==> config.mk <==
export PLATFORM = sky130hd
export DESIGN_NAME = rp_analog_top
export DESIGN_NICKNAME = d
export VERILOG_FILES = /design/src/verilog/rp_pkg.sv /design/src/verilog/rp_reset_seq.sv /design/src/verilog/rp_hk_regs.sv /design/src/verilog/rp_adc_front.sv /design/src/verilog/rp_dac_back.sv /design/src/verilog/rp_analog_top.sv
export VERILOG_INCLUDE_DIRS = /design/src /design/src/verilog
export SDC_FILE = /design/constraint.sdc
export NUM_CORES = 1
export LEC_CHECK = 0
export ABC_CLOCK_PERIOD_IN_PS = 3370
export BUFFER_PORTS_ARGS = -buffer_cell sky130_fd_sc_hd__buf_2
export CORE_MARGIN = 10
export CORE_UTILIZATION = 50
export CTS_BUF_LIST = sky130_fd_sc_hd__clkbuf_2
export DETAILED_ROUTE_END_ITERATION = 6
export GPL_ROUTABILITY_DRIVEN = 0
export HOLD_SLACK_MARGIN = 0.03
export PLACE_DENSITY = 0.84
export SLEW_MARGIN = 5
export SYNTH_ARGS = -nofsm -noshare
export SYNTH_HDL_FRONTEND = slang
export SYNTH_SLANG_ARGS = --single-unit
export TNS_END_PERCENT = 5
==> constraint.sdc <==
create_clock -name adc_clk -period 3.37 [get_ports adc_clk]
set_input_delay 0.1685 -clock adc_clk [delete_from_list [all_inputs] [get_ports adc_clk]]
set_output_delay 0.1685 -clock adc_clk [all_outputs]
set_load 0.03 [all_outputs]
==> src/verilog/rp_consts.svh <==
`ifndef RP_CONSTS_SVH
`define RP_CONSTS_SVH

////////////////////////////////////////////////////////////////////////////
// datapath widths
////////////////////////////////////////////////////////////////////////////

`define RP_ADC_IN_W   16            // raw ADC pins, low 2 bits unused
`define RP_ADW        14            // converted ADC sample
`define RP_DAC_W      14            // DAC bus code
`define RP_SUM_W      15            // asg + pid before saturation

// cycles held in reset after lock
`define RP_RST_MAX    64

////////////////////////////////////////////////////////////////////////////
// housekeeping bus
////////////////////////////////////////////////////////////////////////////

`define RP_SYS_AW     20
`define RP_SYS_DW     32

`define RP_HK_ID_VAL  32'h5250_0001 // fixed id word

// register map, byte addresses
`define RP_ADDR_ID    20'h0_0000
`define RP_ADDR_LOOP  20'h0_000C    // digital loopback bits
`define RP_ADDR_LED   20'h0_0030

`endif

==> src/verilog/rp_pkg.sv <==
`include "rp_consts.svh"

package rp_pkg;

  //////////////////////////////////////////////////////////////////////////
  // sample types
  //////////////////////////////////////////////////////////////////////////

  // two's complement ADC / generator sample
  typedef logic signed [`RP_ADW-1:0] adc_sample_t;

  // offset binary, negative slope, as the DAC pins expect it
  typedef logic [`RP_DAC_W-1:0] dac_code_t;

  //////////////////////////////////////////////////////////////////////////
  // state and opcode enums
  //////////////////////////////////////////////////////////////////////////

  // post-lock reset sequencer
  typedef enum logic [1:0] {
    RST_WAIT_LOCK,  // pll not locked yet
    RST_COUNT,      // lock seen, counting
    RST_RUN         // datapath out of reset
  } rst_state_e;

  // housekeeping register select, decoded from bus address
  typedef enum logic [1:0] {
    HK_ID,
    HK_LOOP,
    HK_LED,
    HK_NONE         // unmapped address
  } hk_reg_e;

endpackage

==> src/verilog/rp_reset_seq.sv <==
`include "rp_consts.svh"

module rp_reset_seq (
  input  logic adc_clk,
  input  logic rst_n_i,       // board reset
  input  logic pll_locked_i,
  output logic dp_rst_n_o,    // datapath reset, active low
  output logic dac_rst_o      // DAC reset, active high
);

  localparam int CNT_W = $clog2(`RP_RST_MAX + 1);

  rp_pkg::rst_state_e state_q;
  logic [CNT_W-1:0]   cnt_q;
  logic               lock_q;   // lock, one cycle back
  logic               lock_rise;

  assign lock_rise = pll_locked_i & ~lock_q;

  //////////////////////////////////////////////////////////////////////////
  // lock FSM and counter
  //////////////////////////////////////////////////////////////////////////

  always_ff @(posedge adc_clk or negedge rst_n_i) begin
    if (!rst_n_i) begin
      state_q <= rp_pkg::RST_WAIT_LOCK;
      cnt_q   <= '0;
      lock_q  <= 1'b0;
    end else begin
      lock_q <= pll_locked_i;
      case (state_q)
        rp_pkg::RST_WAIT_LOCK: begin
          cnt_q <= '0;
          if (lock_rise)                       // first high sample of lock
            state_q <= rp_pkg::RST_COUNT;
        end
        rp_pkg::RST_COUNT: begin
          if (!pll_locked_i) begin             // lost it mid count
            state_q <= rp_pkg::RST_WAIT_LOCK;
            cnt_q   <= '0;
          end else if (cnt_q == CNT_W'(`RP_RST_MAX)) begin
            state_q <= rp_pkg::RST_RUN;
            cnt_q   <= '0;
          end else begin
            cnt_q <= cnt_q + 1'b1;
          end
        end
        rp_pkg::RST_RUN: begin
          if (!pll_locked_i)
            state_q <= rp_pkg::RST_WAIT_LOCK;  // start over on next lock
        end
        default: state_q <= rp_pkg::RST_WAIT_LOCK;
      endcase
    end
  end

  // registered reset outputs, both follow the same condition
  always_ff @(posedge adc_clk or negedge rst_n_i) begin
    if (!rst_n_i) begin
      dp_rst_n_o <= 1'b0;
      dac_rst_o  <= 1'b1;
    end else begin
      dp_rst_n_o <=  (state_q == rp_pkg::RST_RUN) &  pll_locked_i;
      dac_rst_o  <= ~((state_q == rp_pkg::RST_RUN) & pll_locked_i);
    end
  end

  // count stays inside its range over the whole sequence
  a_cnt_range: assert property (@(posedge adc_clk) disable iff (!rst_n_i)
    cnt_q <= CNT_W'(`RP_RST_MAX));

endmodule

==> src/verilog/rp_hk_regs.sv <==
`include "rp_consts.svh"

module rp_hk_regs (
  input  logic                  adc_clk,
  input  logic                  rst_n_i,
  // system bus
  input  logic [`RP_SYS_AW-1:0] sys_addr_i,
  input  logic [`RP_SYS_DW-1:0] sys_wdata_i,
  input  logic                  sys_wen_i,
  input  logic                  sys_ren_i,
  output logic [`RP_SYS_DW-1:0] sys_rdata_o,
  output logic                  sys_ack_o,
  output logic                  sys_err_o,
  // configuration out
  output logic [1:0]            digital_loop_o,
  output logic [7:0]            led_o
);

  rp_pkg::hk_reg_e reg_sel;
  logic            access;     // any strobe this cycle
  logic [1:0]      loop_q;
  logic [7:0]      led_q;

  assign access = sys_wen_i | sys_ren_i;

  //////////////////////////////////////////////////////////////////////////
  // address decode
  //////////////////////////////////////////////////////////////////////////

  always_comb begin
    case (sys_addr_i)
      `RP_ADDR_ID:   reg_sel = rp_pkg::HK_ID;
      `RP_ADDR_LOOP: reg_sel = rp_pkg::HK_LOOP;
      `RP_ADDR_LED:  reg_sel = rp_pkg::HK_LED;
      default:       reg_sel = rp_pkg::HK_NONE;
    endcase
  end

  //////////////////////////////////////////////////////////////////////////
  // registers and handshake
  //////////////////////////////////////////////////////////////////////////

  always_ff @(posedge adc_clk or negedge rst_n_i) begin
    if (!rst_n_i) begin
      loop_q    <= '0;
      led_q     <= '0;
      sys_ack_o <= 1'b0;
      sys_err_o <= 1'b0;
    end else begin
      sys_ack_o <= access;                                // one cycle after strobe
      sys_err_o <= access & (reg_sel == rp_pkg::HK_NONE); // unmapped
      if (sys_wen_i) begin
        case (reg_sel)
          rp_pkg::HK_LOOP: loop_q <= sys_wdata_i[1:0];
          rp_pkg::HK_LED:  led_q  <= sys_wdata_i[7:0];
          default: ;                                      // id is read only
        endcase
      end
    end
  end

  // read data, only meaningful with ack
  always_ff @(posedge adc_clk) begin
    if (sys_ren_i) begin
      case (reg_sel)
        rp_pkg::HK_ID:   sys_rdata_o <= `RP_HK_ID_VAL;
        rp_pkg::HK_LOOP: sys_rdata_o <= {{(`RP_SYS_DW-2){1'b0}}, loop_q};
        rp_pkg::HK_LED:  sys_rdata_o <= {{(`RP_SYS_DW-8){1'b0}}, led_q};
        default:         sys_rdata_o <= '0;
      endcase
    end
  end

  assign digital_loop_o = loop_q;  // [0] dac->adc, [1] adc->dac
  assign led_o          = led_q;

  // no spurious ack, every one answers a strobe from the cycle before
  a_ack_strobe: assert property (@(posedge adc_clk) disable iff (!rst_n_i)
    sys_ack_o |-> $past(sys_wen_i || sys_ren_i));

endmodule

==> src/verilog/rp_adc_front.sv <==
`include "rp_consts.svh"

module rp_adc_front (
  input  logic                    adc_clk,
  input  logic                    rst_n_i,
  input  logic [`RP_ADC_IN_W-1:0] adc_dat_i,  // raw pins
  input  logic                    loop_i,     // digital loop 0
  input  rp_pkg::adc_sample_t     dac_sat_i,  // saturated DAC sample
  output rp_pkg::adc_sample_t     adc_dat_o
);

  logic [`RP_ADW-1:0]  adc_raw;   // top bits only
  rp_pkg::adc_sample_t adc_conv;  // two's complement
  rp_pkg::adc_sample_t adc_nxt;

  //////////////////////////////////////////////////////////////////////////
  // slicing and conversion
  //////////////////////////////////////////////////////////////////////////

  // 14-bit converter sits on the upper pins
  assign adc_raw = adc_dat_i[`RP_ADC_IN_W-1 -: `RP_ADW];

  // unsigned, negative slope -> two's complement
  // keep the msb, flip the magnitude bits
  assign adc_conv = {adc_raw[`RP_ADW-1], ~adc_raw[`RP_ADW-2:0]};

  // loop 0 replaces the converter with the DAC sample
  assign adc_nxt = loop_i ? dac_sat_i : adc_conv;

  //////////////////////////////////////////////////////////////////////////
  // output register
  //////////////////////////////////////////////////////////////////////////

  always_ff @(posedge adc_clk or negedge rst_n_i) begin
    if (!rst_n_i) begin
      adc_dat_o <= '0;
    end else begin
      adc_dat_o <= adc_nxt;  // one cycle latency either way
    end
  end

endmodule

==> src/verilog/rp_dac_back.sv <==
`include "rp_consts.svh"

module rp_dac_back (
  input  logic                adc_clk,
  input  logic                rst_n_i,
  input  rp_pkg::adc_sample_t asg_dat_i,   // generator sample
  input  rp_pkg::adc_sample_t pid_dat_i,   // controller sample
  input  rp_pkg::adc_sample_t adc_dat_i,   // registered ADC sample
  input  logic                loop_i,      // digital loop 1
  output rp_pkg::adc_sample_t dac_sat_o,   // saturated sample before the register
  output rp_pkg::dac_code_t   dac_dat_o
);

  localparam int SMAX =  (2 ** (`RP_ADW - 1)) - 1;
  localparam int SMIN = -(2 ** (`RP_ADW - 1));

  logic signed [`RP_SUM_W-1:0] dac_sum;
  logic                        ovf;       // sum outside 14-bit range
  rp_pkg::adc_sample_t         out_sel;
  rp_pkg::dac_code_t           dac_nxt;
  int                          sum_full;  // full precision sum of the inputs

  //////////////////////////////////////////////////////////////////////////
  // sum and saturation
  //////////////////////////////////////////////////////////////////////////

  // both signed so the sum sign extends
  assign dac_sum = asg_dat_i + pid_dat_i;

  // top two bits differ -> overflow
  assign ovf = dac_sum[`RP_SUM_W-1] ^ dac_sum[`RP_SUM_W-2];

  // clamp to the extreme of the sum sign
  assign dac_sat_o = ovf ? {dac_sum[`RP_SUM_W-1], {(`RP_DAC_W-1){~dac_sum[`RP_SUM_W-1]}}}
                         : dac_sum[`RP_DAC_W-1:0];

  //////////////////////////////////////////////////////////////////////////
  // loopback and offset conversion
  //////////////////////////////////////////////////////////////////////////

  // loop 1 sends the ADC sample straight out
  assign out_sel = loop_i ? adc_dat_i : dac_sat_o;

  // back to offset form with negative slope
  assign dac_nxt = {out_sel[`RP_DAC_W-1], ~out_sel[`RP_DAC_W-2:0]};

  always_ff @(posedge adc_clk or negedge rst_n_i) begin
    if (!rst_n_i) begin
      dac_dat_o <= '0;
    end else begin
      dac_dat_o <= dac_nxt;
    end
  end

  // exact sum taken straight from the ports
  assign sum_full = int'(asg_dat_i) + int'(pid_dat_i);

  // in range sums pass through untouched
  a_sat_exact: assert property (@(posedge adc_clk) disable iff (!rst_n_i)
    ((sum_full >= SMIN) && (sum_full <= SMAX)) |-> (int'(dac_sat_o) == sum_full));

endmodule

==> src/verilog/rp_analog_top.sv <==
`include "rp_consts.svh"

module rp_analog_top (
  input  logic                    adc_clk,
  input  logic                    rst_n_i,       // board reset
  input  logic                    pll_locked_i,
  // ADC
  input  logic [`RP_ADC_IN_W-1:0] adc_dat_i,
  // generator and controller samples
  input  rp_pkg::adc_sample_t     asg_dat_i,
  input  rp_pkg::adc_sample_t     pid_dat_i,
  // system bus
  input  logic [`RP_SYS_AW-1:0]   sys_addr_i,
  input  logic [`RP_SYS_DW-1:0]   sys_wdata_i,
  input  logic                    sys_wen_i,
  input  logic                    sys_ren_i,
  output logic [`RP_SYS_DW-1:0]   sys_rdata_o,
  output logic                    sys_ack_o,
  output logic                    sys_err_o,
  // DAC
  output rp_pkg::dac_code_t       dac_dat_o,
  output logic                    dac_rst_o,
  // LED
  output logic [7:0]              led_o
);

  logic                dp_rst_n;      // datapath reset, after lock
  logic [1:0]          digital_loop;
  rp_pkg::adc_sample_t adc_dat;
  rp_pkg::adc_sample_t dac_sat;

  ////////////////////////////////////////////////////////////////////////////
  // reset and housekeeping
  ////////////////////////////////////////////////////////////////////////////

  rp_reset_seq i_rst (
    .adc_clk      (adc_clk     ),
    .rst_n_i      (rst_n_i     ),
    .pll_locked_i (pll_locked_i),
    .dp_rst_n_o   (dp_rst_n    ),
    .dac_rst_o    (dac_rst_o   )
  );

  rp_hk_regs i_hk (
    .adc_clk        (adc_clk     ),
    .rst_n_i        (dp_rst_n    ),
    .sys_addr_i     (sys_addr_i  ),
    .sys_wdata_i    (sys_wdata_i ),
    .sys_wen_i      (sys_wen_i   ),
    .sys_ren_i      (sys_ren_i   ),
    .sys_rdata_o    (sys_rdata_o ),
    .sys_ack_o      (sys_ack_o   ),
    .sys_err_o      (sys_err_o   ),
    .digital_loop_o (digital_loop),
    .led_o          (led_o       )
  );

  ////////////////////////////////////////////////////////////////////////////
  // datapath
  ////////////////////////////////////////////////////////////////////////////

  rp_adc_front i_adc (
    .adc_clk   (adc_clk        ),
    .rst_n_i   (dp_rst_n       ),
    .adc_dat_i (adc_dat_i      ),
    .loop_i    (digital_loop[0]),  // dac -> adc
    .dac_sat_i (dac_sat        ),
    .adc_dat_o (adc_dat        )
  );

  rp_dac_back i_dac (
    .adc_clk   (adc_clk        ),
    .rst_n_i   (dp_rst_n       ),
    .asg_dat_i (asg_dat_i      ),
    .pid_dat_i (pid_dat_i      ),
    .adc_dat_i (adc_dat        ),
    .loop_i    (digital_loop[1]),  // adc -> dac
    .dac_sat_o (dac_sat        ),
    .dac_dat_o (dac_dat_o      )
  );

endmodule

### Word level (Yosys, flattened, before mapping)

Cells that the tools add are included.

* add/sub/neg operators: 2
* multipliers: 0
* divide/modulo/power cells: 0
* order comparisons: 0
* equality and inequality tests: 11
* shift-type cells: 0
* muxes and demuxes: 13
* bitwise logic cells: 10
* reductions and logical operators: 7

Operator list (number)
* 31-bit case mux with 3 select lines: 1
* 14-bit two-way mux: 3
* 13-bit inverter: 2
* 20-bit by 4-bit equality test with 1-bit output, second input constant: 1
* 20-bit by 6-bit equality test with 1-bit output, second input constant: 1
* 20-bit logical NOT: 1
* 14-bit by 14-bit adder with 15-bit output: 1
* 7-bit two-way mux: 2
* 7-bit case mux with 2 select lines: 1
* 2-bit case mux with 3 select lines: 2
* 2-bit two-way mux: 4
* 7-bit by 1-bit adder with 7-bit output, second input constant: 1
* 7-bit equality test, second input constant: 1
* 2-bit equality test, second input constant: 3
* 2-bit by 1-bit equality test with 1-bit output, second input constant: 2
* 2-bit logical NOT: 2
* 2-bit AND reduction: 2
* 1-bit AND: 3
* 3-bit by 2-bit != test with 1-bit output, second input constant: 1
* 1-bit inverter: 3
* 3-bit AND reduction: 1
* 2-bit by 1-bit != test with 1-bit output, second input constant: 1
* 2-bit != test, second input constant: 1
* 2-bit nonzero test: 1
* 2 further kinds: 2

* register bits: 84
* bits in latches: 0
* RAM bits: 0
* bits in read-only memories: 0
* output and inout port bits: 57
* memories kept: 0

### Logic depth before layout (Yosys ltp)

Gate-level depths: netlist of run 1.

* depth in word-level cells: 5
* mapped depth: 10

### Hierarchy

A second synthesis of run 1 with hierarchy kept.

* cell total of the unflattened synthesis: 360
* area total of the unflattened synthesis: 3767.4 µm²

By module, submodules not included
* rp_dac_back: instances 1, cells each 171, area an instance 1537.7 µm², seq. area each 350.3 µm²
* rp_hk_regs: instances 1, cells each 85, area an instance 1096.1 µm², seq. area each 570.5 µm²
* rp_reset_seq: instances 1, cells each 60, area an instance 590.6 µm², seq. area each 301.5 µm²
* rp_adc_front: instances 1, cells each 44, area an instance 543.0 µm², seq. area each 350.3 µm²

### Least setup slack after synthesis of run 1

No wires, ideal clock.

* path kind: input port to flip-flop
* start: input asg_dat_i[0]
* end: register i_adc.adc_dat_o[1]
* library setup time: 0.133 ns
* arrival time: 2.049 ns
* setup slack: 1.188 ns
* stages on the path: 10
* buffers on the path: 1
* cells stage by stage: ha_1 > fa_1 > a21o_1 > a31oi_1 > nor3b_2 > o21ai_2 > nor3_2 > buf_6 > a21oi_1 > mux2i_1

* cells in the longest elaborated chain, start to end: 4

Ends and longest elaborated chain
* from (decl): line rp_analog_top.sv:10 `input rp_pkg::adc_sample_t asg_dat_i,`
* 14-bit by 14-bit adder with 15-bit output *: line rp_dac_back.sv:28 `assign dac_sum = asg_dat_i + pid_dat_i;`
* 1-bit XOR / 1-bit inverter (equally long branches): line rp_dac_back.sv:31, rp_dac_back.sv:34
* 14-bit two-way mux *: line rp_dac_back.sv:34 `` assign dac_sat_o = ovf ? {dac_sum[`RP_SUM_W-1], {(`RP_DAC_W-1){~dac_sum[`RP_SUM_W-1]}}} ``
* 14-bit two-way mux *: line rp_adc_front.sv:28 `assign adc_nxt = loop_i ? dac_sat_i : adc_conv;`
* net i_adc.adc_nxt[1]: line rp_adc_front.sv:14 `rp_pkg::adc_sample_t adc_nxt;`
* to (signal assigned): line rp_adc_front.sv:38 `adc_dat_o <= adc_nxt;`
* to (decl): line rp_adc_front.sv:9 `output rp_pkg::adc_sample_t adc_dat_o`

Mark *: on every way through the listed nets, which the timed path passes. The rest lies on a longest branch.
A chain may end at the register's enable or synchronous reset.

### Worst setup path after layout of run 1

* start: input asg_dat_i[1]
* end: register i_dac.dac_dat_o[12]

* cells in the longest elaborated chain, start to end: 5

Ends and longest elaborated chain
* 14-bit by 14-bit adder with 15-bit output *: line rp_dac_back.sv:28
* 1-bit XOR / 1-bit inverter (equally long branches): line rp_dac_back.sv:31, rp_dac_back.sv:34
* 14-bit two-way mux *: line rp_dac_back.sv:34
* 14-bit two-way mux *: line rp_dac_back.sv:42 `assign out_sel = loop_i ? adc_dat_i : dac_sat_o;`
* 13-bit inverter *: line rp_dac_back.sv:45 `` assign dac_nxt = {out_sel[`RP_DAC_W-1], ~out_sel[`RP_DAC_W-2:0]}; ``
* net i_dac.dac_nxt[12]: line rp_dac_back.sv:20 `rp_pkg::dac_code_t dac_nxt;`
* to (signal assigned): line rp_dac_back.sv:51 `dac_dat_o <= dac_nxt;`
* to (decl): line rp_dac_back.sv:11 `output rp_pkg::dac_code_t dac_dat_o`

Marked as above.

==> results of run 1 <==
cells in the mapped netlist, drive strengths merged, types with 3 or more instances:
master / n / area (um^2)
edfxtp: 9 / 270
a21o: 5 / 37.5
nand4: 3 / 18.8
nand3: 7 / 35.0
a211oi: 4 / 30.0
xor2: 5 / 43.8
mux2: 12 / 135
nor3: 4 / 25.0
buf: 25 / 195
nand2: 25 / 96.4
nor3b: 4 / 35.0
o21a: 15 / 113
dfrtp: 51 / 1280
and3: 4 / 25.0
a21oi: 24 / 150
ha: 16 / 200
nor4: 6 / 43.8
xnor2: 9 / 78.8
mux2i: 14 / 140
nor2: 13 / 51.3
inv: 7 / 26.3
and2: 8 / 50.1
o21ai: 14 / 77.6
clkbuf: 8 / 30.0
how the worst max path moves through the flow:
stage                                endpoint  slack, ns
after floorplan            i_adc.adc_dat_o[1]       1.19
after global placement    i_dac.dac_dat_o[11]       0.60
after detailed placement  i_dac.dac_dat_o[12]       0.51
after CTS                 i_dac.dac_dat_o[12]       1.03
after global routing      i_dac.dac_dat_o[12]       0.77
final                     i_dac.dac_dat_o[12]       0.98
cell usage in the layout (no fill, tap or decap), types with 3 or more instances in the layout:
cell,count
o21ai_0,9
a21oi_1,16
xor2_1,5
nand4_1,3
nand3_1,7
mux2_2,12
a211oi_1,4
nand2_1,24
dfrtp_1,50
dlygate4sd3_1,28
nor3_1,3
a21oi_2,8
and2_1,8
o21ai_1,3
mux2i_1,14
inv_1,7
edfxtp_1,9
buf_2,112
o21a_1,15
nor2_1,12
a21o_1,5
clkbuf_2,9
ha_1,16
clkinv_1,4
nor4_1,5
xnor2_1,9
nor3b_1,3
and3_1,4
conb_1,19
flip-flops by register name (all words and copies together), names as in the netlist:
signal,flops
i_rst.cnt_q,7
i_hk.led_o,8
i_hk.sys_err_o,1
i_hk.sys_ack_o,1
i_hk.sys_rdata_o,9
i_hk.digital_loop_o,2
i_adc.adc_dat_o,14
i_rst.lock_q,1
i_rst.dac_rst_o,1
i_dac.dac_dat_o,14
i_rst.dp_rst_n_o,1
i_rst.state_q,2
report_power, final:
group	switching (mW)	internal, mW
Clock	0.255	0.235
Combinational	0.366	0.214
Sequential	0.0199	0.812
area by class of cell:
| type | count | area (um^2) |
|---|---|---|
| sequential | 61 | 1570 |
| tap | 80 | 100 |
| multi-input combinational | 230 | 1650 |
| fill | 509 | 2400 |
| clock inverter | 7 | 80.1 |
| timing repair buffer | 140 | 841 |
| clock buffer | 9 | 45.0 |
| inverter | 7 | 26.3 |
stage by stage:
stage	util [%]	setup slack [ns]
finish	64.2	0.977
CTS	64.2	1.03
global placement	58.2	0.596
detailed placement	58.2	0.513
floorplan	-	1.19
global route	64.2	0.767
metal layers:
| metal | routed length, um | GRT usage [%] |
|---|---|---|
| met1 | 3490 | 18.0 |
| met4 | 138 | 5.64 |
| met2 | 4220 | 27.8 |
| met5 | 0 | 0 |
| met3 | 806 | 6.37 |
kinds of logic after synthesis:
kind of cell / after synthesis
compound gates: 76
xor+xnor: 14
flops: 61
mux: 26
fa+ha+maj: 17
other cells: 1
buf+inv: 40
simple gates: 78
timing repair:
action,4_1_cts,5_1_grt
endpoints found under the hold margin,54,0
hold buffers,28,0
setup endpoints to repair,0,0
==> results.cfg, run 1 <==
[synthesis]
seq_area_frac_synth_pct = 46.2
synth_compound_area_share_pct = 16.1
async_reset_ff_share_pct = 85.2
yosys_register_bits = 61
synth_top_family_by_area = compound AO/OA/AOI/OAI gates
synthXorXnorAreaFrac_pct = 3.60
syn_avg_cell_area_um2 = 10.9
yosys.area_share.adder_pct = 6.47
synth_warnings = 0
muxShareOfSynthArea_pct = 8.08
synth_top_flop_cell = dfrtp_1
synth_edf_count = 9
synth_cells = 313
synth-simple-area-share_pct = 12.1
synth.distinct_cells = 49
synth_area_um2 = 3410

[place]
place_area_um2 = 3910
dp.cells = 490
hpwl_um = 6450
io_buffers = 112

[clocking]
post_cts_buffers = 0
cts_tree = yes
cts_sinks = 61
insertion_delay_ns = 0.48
cts_root_buf = clkbuf_2
cts_buffers = 9
cts.htree.levels = 3
clockBufferDepth = 2
clkTransAtPathRegs_ns = 0.16
cts-resized-gates = 0

[setup_path]
cp_num_buf_inv = 1
start_kind = input port
arrival_ns = 2.77
r2r-end = i_rst.cnt_q[2]
path_max_fanout = 13
crit_cells = 9
cpMaxStageDelayCell = nor3_2
reg2reg_depth = 6
slowest_delay_ns = 0.76
path_class = in2reg
crit_start = asg_dat_i[1]
cp_cell_sequence = buf_2 -> ha_1 -> a211oi_1 -> o211a_1 -> nor2_2 -> o211a_1 -> nor3_2 -> o21ai_1 -> o21a_1
r2r_slack_ns = 1.61
timing.critical_path.mode_cell = o211a_1
end_kind = flop
r2r-start = i_rst.cnt_q[0]
cpLargestDelayFamily = compound AO/OA/AOI/OAI gates
worstPathRequired_ns = 3.75

[global_routing]
grt_max_degree = 41
gr-total-overflow = 0
grt_pass1_vias = 2906
antenna_found_initial = 0
grt_pass1_wl_um = 13500
track_usage_pct = 16.3

[sta]
rsz0062_at_grt = no
maxSlewViolCount = 0
hold_ws_ns = 0.0672
setup_viol = 0
worstMarginPinSlew_ns = 0.996
hold_viol_final = 0
max_freq_ghz = 0.418
relSlewSlack_pct = 33.3
fin_setup_tns_ns = 0
skew_ns = 0.0193
finalCritPeriodShare_pct = 71.0
layout_min_cycle_time_ns = 2.39

[floorplan]
coreArea_um2 = 6720
ios = 158
dieHeight_um = 103
dieWidth_um = 103
row_count = 30
initial_core_util_pct = 50.7
die_area_um2 = 10500

[power]
p_per_area_nw_per_um2 = 441
ir_worst_vdd_mv = 0.173
total_power_mw = 1.90
p_leak_nw = 2.10

[detailed_routing]
drc = 0
wl_per_cell_um = 16.2
dr.pass1.iters = 4
dr.first_iter.drc_count = 124
wl_um = 8660
ant_nets = 0
via_count = 2815
avgViaCountPerCell = 5.27

[cells_and_area]
nets = 567
area_delta_synth_final_pct = 26.7
diodes = 0
fin_area_um2 = 4320
drive_gt1_share_pct = 34.4
instances_no_fill = 534

[run_status]
status = finished, final reports clean

[flow_run]
maxCapViolations = 0

[worst_hold_path]
hold_class = in2async
No activity file was read; power rests on OpenSTA's default activity.
==> inputs of run 2 (changes only) <==
ABC_AREA = 1   (was unset)
ABC_CLOCK_PERIOD_IN_PS = 2400   (was 3370)
CORE_UTILIZATION = 49   (was 50)
PLACE_DENSITY = 0.81   (was 0.84)
clock period = 2.4 ns   (was 3.37 ns; I/O delays follow)
==> run 2 against run 1 <==
Setup slack worse by 0.80 ns; combinational power up 39%; register-to-register slack worse by 0.64 ns; sequential power up 42%; first-iteration DRC count up 48%; count of clock-buffer cells in the layout up 1; clock power up 18%; largest cell class unchanged; largest power group unchanged; highest routed layer unchanged.
==> results.cfg, run 2 <==
[setup_path]
worstPathRequired_ns = 2.73
cpMaxStageDelayCell = dlygate4sd3_1
path_class = in2reg
timing.critical_path.mode_cell = nand2_1
slowest_delay_ns = 0.55
path_max_fanout = 13
crit_start = pid_dat_i[0]
start_kind = input port
r2r-end = i_hk.digital_loop_o[0]
reg2reg_depth = 3
r2r-start = i_hk.digital_loop_o[0]
crit_end = i_dac.dac_dat_o[2]
end_kind = flop
r2r_slack_ns = 0.97
cp_cell_sequence = dlygate4sd3_1 -> buf_2 -> ha_1 -> fa_1 -> nand2_1 -> nand2_1 -> nand3_2 -> nand2_2 -> nand2_1 -> nand2_1 -> nand2_1 -> nand2_2 -> a21oi_2 -> buf_4 -> a21boi_0
arrival_ns = 2.56

[synthesis]
synth_top_flop_cell = dfrtp_1
muxShareOfSynthArea_pct = 1.89
synth_top_family_by_area = simple AND/OR/NAND/NOR gates
synth_area_leader_cell = dfrtp_1
syn_avg_cell_area_um2 = 8.48
synth_warnings = 0
async_reset_ff_share_pct = 85.2
synth_area_um2 = 3570
synth_compound_area_share_pct = 10.6
synth_area_leaders = dfrtp_1 (36%), nand2_1 (12%), edfxtp_1 (7.6%), ha_1 (5.6%), inv_1 (4.9%)
synthTopCellsByCount = nand2_1 (112), dfrtp_1 (51), inv_1 (47)
synth_edf_count = 9
netlist.area_leader.share_pct = 35.7
synth-simple-area-share_pct = 23.4
synth_cells = 421
yosys_register_bits = 61
synth.distinct_cells = 41
yosys.area_share.adder_pct = 6.16
yosysMostFrequentCell = nand2_1
synthXorXnorAreaFrac_pct = 2.70
seq_area_frac_synth_pct = 44.0

[detailed_routing]
wl_per_cell_um = 13.5
drc = 0
via_count = 3249
dr.pass1.iters = 6
avgViaCountPerCell = 4.83
wl_um = 9110
dr.first_iter.drc_count = 183
ant_nets = 0

[floorplan]
dieHeight_um = 105
row_count = 31
dieWidth_um = 105
initial_core_util_pct = 49.8
ios = 158
die_area_um2 = 11100
coreArea_um2 = 7180

[power]
p_leak_nw = 2.40
clkPwrFrac_pct = 22.5
p_int_mw = 1.66
p_sw_mw = 0.901
power_frac_seq_pct = 46.0
p_comb_share_pct = 31.5
p_per_area_nw_per_um2 = 559
swShare_pct = 35.2
ir_worst_vdd_mv = 0.225

[clocking]
cts.htree.levels = 3
cts_buffers = 9
insertion_delay_ns = 0.45
clockBufferDepth = 2
cts_tree = yes
cts_sinks = 61
clkTransAtPathRegs_ns = 0.16
cts_root_buf = clkbuf_2

[global_routing]
track_usage_pct = 16.3
grt_max_degree = 41
antenna_found_initial = 0
grt_pass1_wl_um = 15000
gr-total-overflow = 0
grt_pass1_vias = 3288

[place]
dp_worst_setup_slack_ns = 0.228
dp.cells = 623
io_buffers = 112
hpwl_um = 6940

[worst_hold_path]
hold_class = in2reg

[sta]
layout_min_cycle_time_ns = 2.23
fin_setup_tns_ns = 0
finalCritPeriodShare_pct = 92.8
setup_viol = 0
skew_ns = 0.0257
relSlewSlack_pct = 44.7
rsz0062_at_grt = no
max_freq_ghz = 0.449
setup_ws_ns = 0.173
hold_viol_final = 0
worstMarginPinSlew_ns = 0.830
maxSlewViolCount = 0

[cells_and_area]
instances_no_fill = 673
diodes = 0
drive_gt1_share_pct = 28.2
fillers = 583
area_delta_synth_final_pct = 28.2
nets = 687
top_regs = i_adc.adc_dat_o (14), i_dac.dac_dat_o (14), i_hk.sys_rdata_o (9)
final_cell_mix = nand2_1 (112), buf_2 (112), dfrtp_1 (50)

[run_status]
status = finished, final reports clean

[flow_run]
maxCapViolations = 0
run 2: cell types whose count changed after synthesis, sizes merged, moves of 5 or more:
cell,previous run,this run
nand3,7,24
mux2i,14,0
nor2,13,33
o21ai,14,22
o21a,15,0
inv,7,47
a21oi,24,17
and2,8,1
mux2,12,6
a21boi,0,12
clkbuf,8,2
a21o,5,0
nand2,25,117
run 2: area by class of cell:
cell class | count | area [um^2] | area share, %
clock buffer | 10 | 50.0 | 1.09
clock inverter | 6 | 53.8 | 1.17
inverter | 47 | 176 | 3.85
multi-input combinational | 302 | 1680 | 36.6
sequential | 61 | 1570 | 34.4
tap | 99 | 124 | 2.70
timing repair buffer | 148 | 926 | 20.2
run 2: cells by family (layout without fill, tap and decap cells):
| logic type | Yosys count | in the layout |
|---|---|---|
| AO/OA/AOI/OAI | 55 | 55 |
| other | 1 | 19 |
| XOR/XNOR | 11 | 11 |
| multiplexers | 6 | 6 |
| buffers and inverters | 76 | 211 |
| AND/OR/NAND/NOR | 194 | 194 |
| flip-flops | 61 | 61 |
| adder cells (fa/ha/maj) | 17 | 17 |
run 2: how the worst min path moves through the flow:
| stage | endpoint | cells after the start | slack [ns] | from |
|---|---|---|---|---|
| 3_5_place_dp | i_rst.state_q[0] | 1 | 0.01 | rst_n_i |
| 3_3_place_gp | i_rst.state_q[0] | 1 | 0.003 | rst_n_i |
| 6_report | i_hk.sys_rdata_o[1] | 4 | 0.11 | sys_addr_i[3] |
| 5_1_grt | i_hk.sys_rdata_o[0] | 4 | 0.07 | sys_addr_i[3] |
| 2_1_floorplan | i_rst.cnt_q[0] | 0 | -0.18 | rst_n_i |
| 4_1_cts | i_hk.sys_rdata_o[1] | 4 | 0.03 | sys_addr_i[3] |
run 2: routing by layer:
layer,global-route usage [%],wire [um]
met4,7.55,196
met1,18.0,3850
met5,0,0
met2,28.5,4470
met3,4.26,587
run 2: power groups by stage:
stage,Combinational [mW],Sequential (mW),Clock [mW]
final,0.806,1.18,0.577
after global placement,0.741,1.19,0
after global routing,0.888,1.19,0.647
after detailed placement,0.754,1.20,0
after CTS,0.799,1.18,0.601
after floorplan,0.401,1.35,0
run 2: critical path, delay by kind of cell:
kind	cells	cell delay, ns
adders and majority gates	2	0.62
buffers and inverters	3	0.90
and+or+nand+nor	8	0.68
AOI/OAI and AO/OA	2	0.25
run 2: what timing repair did:
item,in CTS,in global routing
hold buffers,33,0
resized for setup,0,2
endpoints found under the hold margin,53,0
setup endpoints to repair,0,5
buffers inserted,0,1
run 2: stage by stage:
step           area, um^2  hold WS, ns  total power [mW]  util, %
2_1_floorplan        3640       -0.176              1.75        -
3_3_place_gp         4120      0.00303              1.94     57.4
3_5_place_dp         4120       0.0111              1.95     57.4
4_1_cts              4560       0.0343              2.58     63.5
5_1_grt              4580       0.0693              2.72     63.8
6_report             4580        0.108              2.56     63.8
==> inputs of run 3 (changes only) <==
CAP_MARGIN = 10   (was unset)
CELL_PAD_IN_SITES_DETAIL_PLACEMENT = 1   (was unset)
CELL_PAD_IN_SITES_GLOBAL_PLACEMENT = 2   (was unset)
CORE_UTILIZATION = 27   (was 49)
==> run 3 against run 2 <==
Core utilization is 27 points lower; count of clock-buffer cells in the layout is the same; sequential cell count is the same; cell count is 11% higher; clock skew increased by 0.011 ns; fmax up 2.7%; non-clock buffer count increased by 4; clock power fell by 13%; first-iteration DRC count shrank 50%; critical endpoint unchanged; largest power group unchanged.
==> results.cfg, run 3 (same netlist as run 2, synthesis figures left out) <==
[place]
io_buffers = 112
hpwl_um = 8380

[detailed_routing]
wl_per_cell_um = 14.1
wl_um = 10500
avgViaCountPerCell = 4.32
dr.pass1.iters = 4
drc = 0
via_count = 3240
ant_nets = 0
dr.first_iter.drc_count = 91

[floorplan]
die_area_um2 = 18200
coreArea_um2 = 12800
dieHeight_um = 135
dieWidth_um = 135
initial_core_util_pct = 28.0
ios = 158
row_count = 41

[setup_path]
cp_num_buf_inv = 2
path_max_fanout = 13
slowest_delay_ns = 0.53
end_kind = flop
cpLargestDelayFamily = simple AND/OR/NAND/NOR gates
start_kind = input port
timing.critical_path.mode_cell = nand2_1
worstPathRequired_ns = 2.79
cpMaxStageDelayCell = dlygate4sd3_1
path_class = in2reg
arrival_ns = 2.56
cp_cell_sequence = dlygate4sd3_1 -> buf_2 -> ha_1 -> fa_1 -> nand2_1 -> nand2_1 -> nand3_2 -> nand2_2 -> nand2_1 -> nand2_1 -> nand2_1 -> nand2_2 -> nand2_4 -> o21ai_0 -> a21boi_0

[sta]
skew_ns = 0.0364
maxSlewViolCount = 0
hold_viol_final = 0
worstMarginPinSlew_ns = 0.879
rsz0062_at_grt = no
setup_viol = 0
relSlewSlack_pct = 41.4
layout_min_cycle_time_ns = 2.17
finalCritPeriodShare_pct = 90.4
max_freq_ghz = 0.461
fin_setup_tns_ns = 0
hold_ws_ns = 0.102

[global_routing]
grt_pass1_vias = 3663
track_usage_pct = 11.7
grt_pass1_wl_um = 17600
antenna_found_initial = 0
gr-total-overflow = 0
grt_max_degree = 41

[run_status]
status = finished, final reports clean

[clocking]
clkTransAtPathRegs_ns = 0.19
cts_root_buf = clkbuf_2
cts_tree = yes
cts_buffers = 9
cts.htree.levels = 3
clockBufferDepth = 2
cts_sinks = 61
insertion_delay_ns = 0.49

[power]
p_int_mw = 1.57
clkPwrFrac_pct = 19.9
ir_worst_vdd_mv = 0.145
p_leak_nw = 2.42
total_power_mw = 2.51
swShare_pct = 37.7
power_frac_seq_pct = 46.9
p_comb_share_pct = 33.2
p_per_area_nw_per_um2 = 535
p_sw_mw = 0.948

[cells_and_area]
area_delta_synth_final_pct = 31.6
drive_gt1_share_pct = 28.4
final_cell_mix = nand2_1 (112), buf_2 (112), dfrtp_1 (50)
top_regs = i_adc.adc_dat_o (14), i_dac.dac_dat_o (14), i_hk.sys_rdata_o (9)
nets = 691
final_util_pct = 36.8
diodes = 0

[worst_hold_path]
hold_class = in2reg

[flow_run]
maxCapViolations = 0
[run 3: cell count changes in the layout (fill, tap and decap cells not counted), sizes merged]
cell	before	now
dlygate4sd3	33	37
bufinv	1	0
clkinv	4	5
[run 3: layout make-up]
| type | instances | area, um^2 |
|---|---|---|
| Clock buffer | 10 | 50.0 |
| Sequential cell | 61 | 1570 |
| Fill cell | 1580 | 8070 |
| Timing Repair Buffer | 152 | 978 |
| Tap cell | 172 | 215 |
| Inverter | 47 | 176 |
| Multi-Input combinational cell | 302 | 1680 |
| Clock inverter | 6 | 31.3 |
[run 3: timing repair]
action                                  CTS  global route
gates resized for setup                   0             1
endpoints found under the hold margin    56             1
buffers inserted                          0             1
endpoints found under the setup margin    0             7
hold buffers                             36             1
[run 3: path summary, 6_finish.rpt]
kind                                        startpoint                      to  slack (ns)  cells after the start
worst min register to register        i_rst.dp_rst_n_o  i_hk.digital_loop_o[0]        0.38                      0
min in group asynchronous             i_rst.dp_rst_n_o  i_hk.digital_loop_o[0]        0.38                      0
max in group asynchronous                      rst_n_i        i_rst.dp_rst_n_o        0.81                      4
worst max-delay path                      pid_dat_i[0]      i_dac.dac_dat_o[2]        0.23                     15
worst max register to register  i_hk.digital_loop_o[0]      i_adc.adc_dat_o[2]        1.02                      6
worst min-delay path                    sys_addr_i[15]           i_hk.led_o[1]        0.10                      4
[run 3: power groups by stage]
stage               Combinational (mW)  Clock [mW]  Sequential, mW
floorplan                        0.401           0            1.35
global placement                 0.782           0            1.20
detailed placement               0.794           0            1.20
CTS                              0.844       0.524            1.18
global route                     0.930       0.574            1.19
finish                           0.835       0.501            1.18
[run 3: routing by layer]
layer | GRT usage [%] | part of all wire, % | vias up
li1 | - | - | 1624
met1 | 13.7 | 46 | 1495
met2 | 20.0 | 46 | 111
met3 | 3.45 | 6.9 | 10
met4 | 3.95 | 1.2 | 0
met5 | 0 | 0 | -
[run 3: through the flow]
step,std cells,area [um^2],worst slack (ns)
2_1_floorplan,439,3640,0.578
3_3_place_gp,696,4230,0.215
3_5_place_dp,696,4230,0.152
4_1_cts,748,4670,0.152
5_1_grt,750,4700,0.0535
6_report,750,4700,0.231
[run 3: worst reg2reg max path, cell delays in order, from the launching register on]
cell,delay (ns)
dfrtp_1,0.44
buf_4,0.27
inv_1,0.13
a21oi_4,0.16
buf_12,0.15
nand2_1,0.05
o21ai_0,0.08
